$ cat src/hdl/loop_pkg.sv
package loop_pkg;

	// Worker count and datapath widths
	localparam int N_CORE = 4;
	localparam int IDX_W = 32;
	localparam int CNT_W = 16;
	localparam int SUM_W = 32;
	localparam int RANK_W = $clog2(N_CORE + 1);
	localparam int AXI_ADDR_W = 8;
	localparam int AXI_DATA_W = 32;

	typedef logic [IDX_W-1:0] idx_t;
	typedef logic [CNT_W-1:0] cnt_t;
	typedef logic [SUM_W-1:0] sum_t;
	typedef logic [RANK_W-1:0] rank_t;
	typedef logic [AXI_ADDR_W-1:0] axi_addr_t;
	typedef logic [AXI_DATA_W-1:0] axi_data_t;

	// Register map, byte offsets
	localparam axi_addr_t REG_CTRL = 8'h00;
	localparam axi_addr_t REG_START = 8'h04;
	localparam axi_addr_t REG_STRIDE = 8'h08;
	localparam axi_addr_t REG_COUNT = 8'h0C;
	localparam axi_addr_t REG_STATUS = 8'h10;
	localparam axi_addr_t REG_RES_BASE = 8'h20;
	// Sum word at +0, count word at +4
	localparam int REG_RES_STRIDE = 8;

	localparam logic [1:0] AXI_OKAY = 2'b00;

	typedef struct packed {
		idx_t start;
		idx_t stride;
		cnt_t count;
	} fork_t;

	typedef struct packed {
		sum_t sum;
		cnt_t count;
	} worker_res_t;

	typedef enum logic {ALLOC_IDLE, ALLOC_RUN} alloc_state_e;
	typedef enum logic {WR_IDLE, WR_RESP} csr_wr_state_e;

endpackage

$ cat src/hdl/iter_alloc.sv
`timescale 1ns/1ps

module iter_alloc import loop_pkg::*; (
	input logic clk,
	input logic rst,
	input logic issue_fork,
	input fork_t fork_cfg,
	input logic [N_CORE-1:0] req,
	output logic [N_CORE-1:0] grant,
	output idx_t grant_idx [N_CORE],
	output logic empty
);
	alloc_state_e state;
	idx_t counter;
	idx_t stride;
	cnt_t remain;
	rank_t rank [N_CORE];
	rank_t n_grant;

	// Prefix count of requests from lower-numbered workers
	always_comb begin
		rank[0] = '0;
		for (int i = 1; i < N_CORE; i++) begin
			rank[i] = rank[i-1] + rank_t'(req[i-1]);
		end
	end

	// Requester k gets counter + k*stride while k is below the remaining count.
	// The product wraps modulo 2^32, so negative strides come out right
	always_comb begin
		n_grant = '0;
		for (int i = 0; i < N_CORE; i++) begin
			grant[i] = (state == ALLOC_RUN) && req[i] && (CNT_W'(rank[i]) < remain);
			grant_idx[i] = counter + idx_t'(rank[i]) * stride;
			n_grant = n_grant + rank_t'(grant[i]);
		end
	end

	assign empty = (remain == '0);

	always_ff @(posedge clk) begin
		if (rst) begin
			state <= ALLOC_IDLE;
			remain <= '0;
		end else if (issue_fork) begin
			state <= (fork_cfg.count != '0) ? ALLOC_RUN : ALLOC_IDLE;
			remain <= fork_cfg.count;
		end else if (state == ALLOC_RUN) begin
			remain <= remain - CNT_W'(n_grant);
			// Last indices handed out this cycle
			if (remain == CNT_W'(n_grant)) begin
				state <= ALLOC_IDLE;
			end
		end
	end

	// Shared counter moves past every index granted this cycle
	always_ff @(posedge clk) begin
		if (issue_fork) begin
			counter <= fork_cfg.start;
			stride <= fork_cfg.stride;
		end else begin
			counter <= counter + idx_t'(n_grant) * stride;
		end
	end

endmodule

$ cat src/hdl/loop_csr.sv
`timescale 1ns/1ps

module loop_csr import loop_pkg::*; (
	input logic clk,
	input logic rst,
	// AXI4-Lite slave
	input logic awvalid,
	output logic awready,
	input axi_addr_t awaddr,
	input logic wvalid,
	output logic wready,
	input axi_data_t wdata,
	output logic bvalid,
	input logic bready,
	output logic [1:0] bresp,
	input logic arvalid,
	output logic arready,
	input axi_addr_t araddr,
	output logic rvalid,
	input logic rready,
	output axi_data_t rdata,
	output logic [1:0] rresp,
	// Loop control
	output fork_t fork_cfg,
	output logic issue_fork,
	input logic alloc_empty,
	input logic [N_CORE-1:0] workers_idle,
	input worker_res_t results [N_CORE]
);
	csr_wr_state_e wr_state;
	logic wr_accept;
	logic rd_accept;
	logic loop_quiet;
	logic busy;
	logic done;
	idx_t start_q;
	idx_t stride_q;
	cnt_t count_q;
	axi_data_t rd_mux;

	// Address and data are taken together, one write outstanding
	assign wr_accept = (wr_state == WR_IDLE) && awvalid && wvalid;
	assign awready = wr_accept;
	assign wready = wr_accept;
	assign bvalid = (wr_state == WR_RESP);
	assign bresp = AXI_OKAY;

	assign rd_accept = arvalid && !rvalid;
	assign arready = rd_accept;
	assign rresp = AXI_OKAY;

	assign fork_cfg = '{start: start_q, stride: stride_q, count: count_q};

	always_ff @(posedge clk) begin
		if (rst) begin
			wr_state <= WR_IDLE;
		end else begin
			case (wr_state)
				WR_IDLE: begin
					if (wr_accept) begin
						wr_state <= WR_RESP;
					end
				end
				WR_RESP: begin
					if (bready) begin
						wr_state <= WR_IDLE;
					end
				end
				default: wr_state <= WR_IDLE;
			endcase
		end
	end

	always_ff @(posedge clk) begin
		if (rst) begin
			start_q <= '0;
			stride_q <= '0;
			count_q <= '0;
		end else if (wr_accept) begin
			case (awaddr)
				REG_START: start_q <= wdata;
				REG_STRIDE: stride_q <= wdata;
				REG_COUNT: count_q <= wdata[CNT_W-1:0];
				default: ;
			endcase
		end
	end

	// Go is dropped while a loop runs, including the pulse cycle itself
	always_ff @(posedge clk) begin
		if (rst) begin
			issue_fork <= 1'b0;
		end else begin
			issue_fork <= wr_accept && (awaddr == REG_CTRL) && wdata[0]
				&& !busy && !issue_fork;
		end
	end

	// Loop finished when no indices remain and nobody holds one
	assign loop_quiet = alloc_empty && (&workers_idle);

	always_ff @(posedge clk) begin
		if (rst) begin
			busy <= 1'b0;
			done <= 1'b0;
		end else if (issue_fork) begin
			busy <= 1'b1;
			done <= 1'b0;
		end else if (busy && loop_quiet) begin
			busy <= 1'b0;
			done <= 1'b1;
		end
	end

	always_comb begin
		rd_mux = '0;
		case (araddr)
			REG_START: rd_mux = start_q;
			REG_STRIDE: rd_mux = stride_q;
			REG_COUNT: rd_mux = AXI_DATA_W'(count_q);
			REG_STATUS: rd_mux = AXI_DATA_W'({done, busy});
			default: ;
		endcase
		// Per-core result window
		for (int i = 0; i < N_CORE; i++) begin
			if (araddr == axi_addr_t'(REG_RES_BASE + i * REG_RES_STRIDE)) begin
				rd_mux = results[i].sum;
			end
			if (araddr == axi_addr_t'(REG_RES_BASE + i * REG_RES_STRIDE + 4)) begin
				rd_mux = AXI_DATA_W'(results[i].count);
			end
		end
	end

	always_ff @(posedge clk) begin
		if (rst) begin
			rvalid <= 1'b0;
		end else if (rd_accept) begin
			rvalid <= 1'b1;
		end else if (rready) begin
			rvalid <= 1'b0;
		end
	end

	always_ff @(posedge clk) begin
		if (rd_accept) begin
			rdata <= rd_mux;
		end
	end

endmodule

$ cat src/hdl/loop_top.sv
`timescale 1ns/1ps

module loop_top import loop_pkg::*; (
	input logic clk,
	input logic rst,
	input logic awvalid,
	output logic awready,
	input axi_addr_t awaddr,
	input logic wvalid,
	output logic wready,
	input axi_data_t wdata,
	output logic bvalid,
	input logic bready,
	output logic [1:0] bresp,
	input logic arvalid,
	output logic arready,
	input axi_addr_t araddr,
	output logic rvalid,
	input logic rready,
	output axi_data_t rdata,
	output logic [1:0] rresp
);
	fork_t fork_cfg;
	logic issue_fork;
	logic alloc_empty;
	logic [N_CORE-1:0] req;
	logic [N_CORE-1:0] grant;
	logic [N_CORE-1:0] workers_idle;
	idx_t grant_idx [N_CORE];
	worker_res_t results [N_CORE];

	// Register block, source of forks
	loop_csr i_loop_csr (
		.clk,
		.rst,
		.awvalid,
		.awready,
		.awaddr,
		.wvalid,
		.wready,
		.wdata,
		.bvalid,
		.bready,
		.bresp,
		.arvalid,
		.arready,
		.araddr,
		.rvalid,
		.rready,
		.rdata,
		.rresp,
		.fork_cfg,
		.issue_fork,
		.alloc_empty,
		.workers_idle,
		.results
	);

	iter_alloc i_iter_alloc (
		.clk,
		.rst,
		.issue_fork,
		.fork_cfg,
		.req,
		.grant,
		.grant_idx,
		.empty(alloc_empty)
	);

	for (genvar i = 0; i < N_CORE; i++) begin : g_worker
		loop_worker i_loop_worker (
			.clk,
			.rst,
			.issue_fork,
			.req(req[i]),
			.grant(grant[i]),
			.grant_idx(grant_idx[i]),
			.idle(workers_idle[i]),
			.result(results[i])
		);
	end

endmodule

$ cat src/hdl/loop_worker.sv
`timescale 1ns/1ps

module loop_worker import loop_pkg::*; (
	input logic clk,
	input logic rst,
	input logic issue_fork,
	output logic req,
	input logic grant,
	input idx_t grant_idx,
	output logic idle,
	output worker_res_t result
);
	logic armed;
	logic working;
	logic [1:0] wait_cnt;
	logic finish;
	idx_t idx_q;
	sum_t sum_q;
	cnt_t count_q;

	// Ask for work once a fork has been seen and no index is held
	assign req = armed && !working;
	assign idle = !working;
	assign finish = working && (wait_cnt == 2'd0);

	assign result = '{sum: sum_q, count: count_q};

	always_ff @(posedge clk) begin
		if (rst) begin
			armed <= 1'b0;
			working <= 1'b0;
			wait_cnt <= 2'd0;
		end else begin
			if (issue_fork) begin
				armed <= 1'b1;
			end
			if (req && grant) begin
				// Work time is 1 + low two bits of the index
				working <= 1'b1;
				wait_cnt <= grant_idx[1:0];
			end else if (finish) begin
				working <= 1'b0;
			end else if (working) begin
				wait_cnt <= wait_cnt - 2'd1;
			end
		end
	end

	always_ff @(posedge clk) begin
		if (req && grant) begin
			idx_q <= grant_idx;
		end
	end

	// Results restart with every fork
	always_ff @(posedge clk) begin
		if (rst || issue_fork) begin
			sum_q <= '0;
			count_q <= '0;
		end else if (finish) begin
			sum_q <= sum_q + idx_q;
			count_q <= count_q + cnt_t'(1);
		end
	end

endmodule

$ cat config.mk
export PLATFORM = sky130hd
export DESIGN_NAME = loop_top
export DESIGN_NICKNAME = d
export VERILOG_FILES = /design/src/hdl/loop_pkg.sv /design/src/hdl/iter_alloc.sv /design/src/hdl/loop_csr.sv /design/src/hdl/loop_top.sv /design/src/hdl/loop_worker.sv
export SDC_FILE = /design/constraint.sdc
export NUM_CORES = 2
export LEC_CHECK = 0
export ABC_AREA = 0
export BUFFER_PORTS_ARGS = -buffer_cell sky130_fd_sc_hd__clkbuf_2
export CORE_ASPECT_RATIO = 0.6
export CORE_MARGIN = 1.5
export CORE_UTILIZATION = 60
export CTS_BUF_LIST = sky130_fd_sc_hd__clkbuf_16
export DETAILED_ROUTE_END_ITERATION = 10
export PLACE_DENSITY = 0.87
export SLEW_MARGIN = 20
export SYNTH_ARGS = -nofsm -noshare
export SYNTH_HDL_FRONTEND = slang
export SYNTH_SLANG_ARGS = --single-unit
$ cat constraint.sdc
create_clock -name clk -period 9.5 [get_ports clk]
set_input_delay 0 -clock clk [delete_from_list [all_inputs] [get_ports clk]]
set_output_delay 0 -clock clk [all_outputs]
set_load 0.005 [all_outputs]
==> metrics.md <==
| Metric | Value |
|---|---|
| Setup WS pre-CTS | `1.288 ns` |
| Post-synthesis compound-gate area fraction | `0.1831` |
| Share of synthesized area occupied by flip-flops and latches | `0.3375` |
| Die Wd | `324.4 um` |
| Final Hold Slack | `0.1417 ns` |
| Gr usage total | `0.3748` |
| Commonest non-fill, non-tap cell in the layout | `nand2_1` |
| Slew at the pin closest to its max-slew limit | `1.177 ns` |
| Fin nets | `4856` |
| Final Cycle Share | `0.8650` |
| Worst Path Arrival | `8.72 ns` |
| Routed Wire Length | `120200 um` |
| Die area | `63530 sq um` |
| Setup-failing EPs final | `0` |
| Netlist Area Pre-Place | `37190 sq um` |
| WS Path Type | `flip-flop to flip-flop` |
| Final Critical Period | `8.217 ns` |
| Hold Path Depth | `4` |
| Worst-Skew Late Latency | `0.66 ns` |
| R2R Path End | `i_iter_alloc.counter[20]$_DFF_P_` |
| CP required | `10.00 ns` |
| Leakage | `17.37 nW` |
| Cells on worst reg2reg path | `26` |
| Total power | `6.221 mW` |
| R2R setup slack | `1.28 ns` |
| Multiplexer area fraction after synthesis | `0.007739` |
| Largest family of logic cells by synthesized area | `simple AND/OR/NAND/NOR gates` |
| Number of global-route vias before repair | `30561` |
| Worst-path clk slew | `0.07 ns` |
| Headroom to the max-slew limit | `0.2131` |
| PortBufs | `91` |
| CTS sink count | `531` |
| CP startpoint kind | `flip-flop` |
| Hold wc startpoint | `wdata[17]` |
| WHS Endpoint | `i_loop_csr.start_q[17]$_SDFFE_PP0P_` |
| Worst vdd ir | `0.1797 mV` |
| Seq cells post-synth | `531` |
| Core area | `61050 sq um` |
| Initial core utilization | `0.6092` |
| Post-DP HPWL | `91250 um` |
| DRT Pass-1 Iters | `9` |
| Worst flop-to-flop path startpoint | `g_worker[0].i_loop_worker.armed$_SDFFE_PP0P_` |
| Rows | `70` |
| Worst-path fanout max | `34` |
| Largest net degree at the start of global routing | `143` |
| Clock Tree Buf Depth | `3` |
| Fraction of synthesized cell area in xor and xnor cells | `0.05935` |
| CTS resizes | `0` |
| Ys Warns | `0` |
| Synth Instances | `4304` |
| First-iteration detailed-routing DRC count | `4844` |
| Status | `completed` |
| Placed Area | `38400 sq um` |
| TritonCTS clock tree | `built` |
| H-tree levels | `2` |
| Critical Path End Type | `flip-flop` |
| Via Count | `33235` |
| Final hold violations | `0` |
| Max Cap Viol | `0` |
| Boundary Pins | `96` |
| Residual DRC | `0` |
| Final WS setup | `1.283 ns` |
| Adder-cell share of the synthesized area | `0.1757` |
| Worst Skew | `0.03745 ns` |
| Die Span Y | `195.8 um` |
| Layout area overhead | `8.899%` |
| Initial antenna violation count | `5` |
| Max Slew Vio Count | `0` |
| Number of flops mapped to enable cells by yosys | `192` |
| Share of flip-flops with an asynchronous set or reset | `0` |
| Setup_tns | `0 ns` |
| Layout cell share with drive strength beyond 1 | `0.05641` |
| Most frequent cells in the layout | `nand2_1 (610), a21oi_1 (416), inv_1 (362)` |
| GPL Wtd Cong | `1.041` |
| CTS buffer count | `50` |
| Top_reg_cell synth | `dfxtp_1` |
| Avg Cell Area, Syn | `8.640 sq um` |
| Fmax | `0.1217 GHz` |
| Wire per inst | `22.91 um` |
| Cell area power density | `153.6 nW/um^2` |
| Distinct cells, synth | `83` |
| First-pass GRT wire length | `182200 um` |
| RSZ-0062 raised after global routing | `false` |
| Via density | `6.335` |
| DRT antenna net count | `0` |
| CTS root buf | `clkbuf_16` |
| Grt ovf | `0` |
| Tightest Hold Check Type | `input pin to flip-flop` |
| Post-Synth Simple-Gate Area | `0.1851` |
| Final Cell Area | `40500 sq um` |
==> layer usage <==
metal / track usage / part of all wire / wire length (um) / vias to the layer above
met1: 0.5464 / 0.42 / 49920 / 15668
met4: 0.08016 / 0.020 / 2384 / 4
li1: - / - / - / 15111
met5: 0.01049 / 0.00084 / 101 / -
met3: 0.1920 / 0.20 / 23690 / 197
met2: 0.4839 / 0.37 / 44110 / 2255
==> critical path: stages (launching register included) <==
cell      delay, ns
dfxtp_1        0.40
nor2b_2        0.19
buf_4          0.36
inv_1          0.15
fa_1           1.15
nand2_1        0.11
a21o_1         0.20
a21oi_1        0.14
nor2_1         0.08
nor3_1         0.31
fa_1           0.24
ha_1           0.81
nand2_1        0.20
fa_1           0.54
fa_1           0.53
inv_1          0.07
ha_1           0.31
a211oi_1       0.39
o211ai_1       0.19
a41o_1         0.32
a211oi_1       0.30
o21ai_0        0.14
a31oi_1        0.29
o221ai_1       0.18
a21oi_1        0.21
xor2_1         0.16
o21ai_0        0.08
==> Yosys cell counts, types with 57 or more instances <==
cell | number | area, sq um
a21o_1 | 98 | 735.7
a21oi_1 | 416 | 2082
a22oi_1 | 96 | 720.7
and2_1 | 140 | 875.8
clkbuf_1 | 133 | 499.2
dfxtp_1 | 339 | 6787
edfxtp_1 | 192 | 5766
fa_1 | 157 | 3143
ha_1 | 271 | 3391
inv_1 | 348 | 1306
nand2_1 | 610 | 2290
nand2b_1 | 60 | 375.4
nand3_1 | 95 | 475.5
nor2_1 | 298 | 1119
nor3_1 | 57 | 285.3
o21ai_0 | 166 | 830.8
xnor2_1 | 155 | 1358
xor2_1 | 97 | 849.6
==> power breakdown <==
part,switching [mW],total [mW],leakage (nW),internal (mW)
Sequential,0.201,2.69,4.43,2.49
Combinational,0.965,1.47,12.1,0.505
Clock,0.963,2.06,0.846,1.10
Total,2.13,6.22,17.4,4.09
==> registers in the layout, indices dropped and copies added (netlist names) <==
name                             flops
i_loop_csr.busy                      1
i_loop_csr.stride_q                 32
g_worker.i_loop_worker.working       4
i_loop_csr.count_q                  16
i_loop_csr.done                      1
g_worker.i_loop_worker.wait_cnt      8
i_iter_alloc.remain                 16
i_loop_csr.rdata                    32
g_worker.i_loop_worker.idx_q       128
i_loop_csr.start_q                  32
i_iter_alloc.counter                32
i_iter_alloc.state                   1
i_loop_csr.issue_fork                1
i_iter_alloc.stride                 32
g_worker.i_loop_worker.sum_q       128
i_loop_csr.bvalid                    1
i_loop_csr.rvalid                    1
g_worker.i_loop_worker.count_q      64
g_worker.i_loop_worker.armed         1
==> repair_timing <==
action                                  in CTS  in global routing
endpoints found under the hold margin      123                  0
endpoints found under the setup margin       0                  0
setup buffers                                0                  0
hold buffers                                43                  0
==> how the worst max path moves through the flow <==
stage,start,endpoint
after floorplan,i_iter_alloc.remain[8]$_SDFFE_PP0P_,i_iter_alloc.counter[20]$_DFF_P_
after global placement,g_worker[1].i_loop_worker.working$_SDFFE_PP0P_,i_iter_alloc.counter[20]$_DFF_P_
after detailed placement,g_worker[1].i_loop_worker.working$_SDFFE_PP0P_,i_iter_alloc.counter[20]$_DFF_P_
after CTS,g_worker[1].i_loop_worker.working$_SDFFE_PP0P_,i_iter_alloc.counter[20]$_DFF_P_
after global routing,g_worker[0].i_loop_worker.armed$_SDFFE_PP0P_,i_iter_alloc.counter[20]$_DFF_P_
final,g_worker[0].i_loop_worker.armed$_SDFFE_PP0P_,i_iter_alloc.counter[20]$_DFF_P_
==> area by class of cell <==
cell class                      instances  area (sq um)
Antenna cell                            4         10.01
Multi-Input combinational cell       3273         22790
Tap cell                              828          1036
Sequential cell                       531         12560
Clock buffer                           53          1326
Clock inverter                         40         290.3
Fill cell                            4863         20550
Timing Repair Buffer                  167          1169
Inverter                              350          1316
==> stage by stage <==
stage          instances    util
6_report            5246  0.6634
3_5_place_dp        5105  0.6290
3_3_place_gp        5105  0.6290
2_1_floorplan       4307       -
4_1_cts             5241  0.6625
5_1_grt             5244  0.6633
==> cell families after synthesis <==
logic type / count (synthesis)
AND/OR/NAND/NOR: 1478
AO/OA/AOI/OAI: 1083
flip-flops: 531
buffers and inverters: 503
adder cells (fa/ha/maj): 428
XOR/XNOR: 252
multiplexers: 28
other: 1
Note: power is estimated with default switching activity, not from simulation.
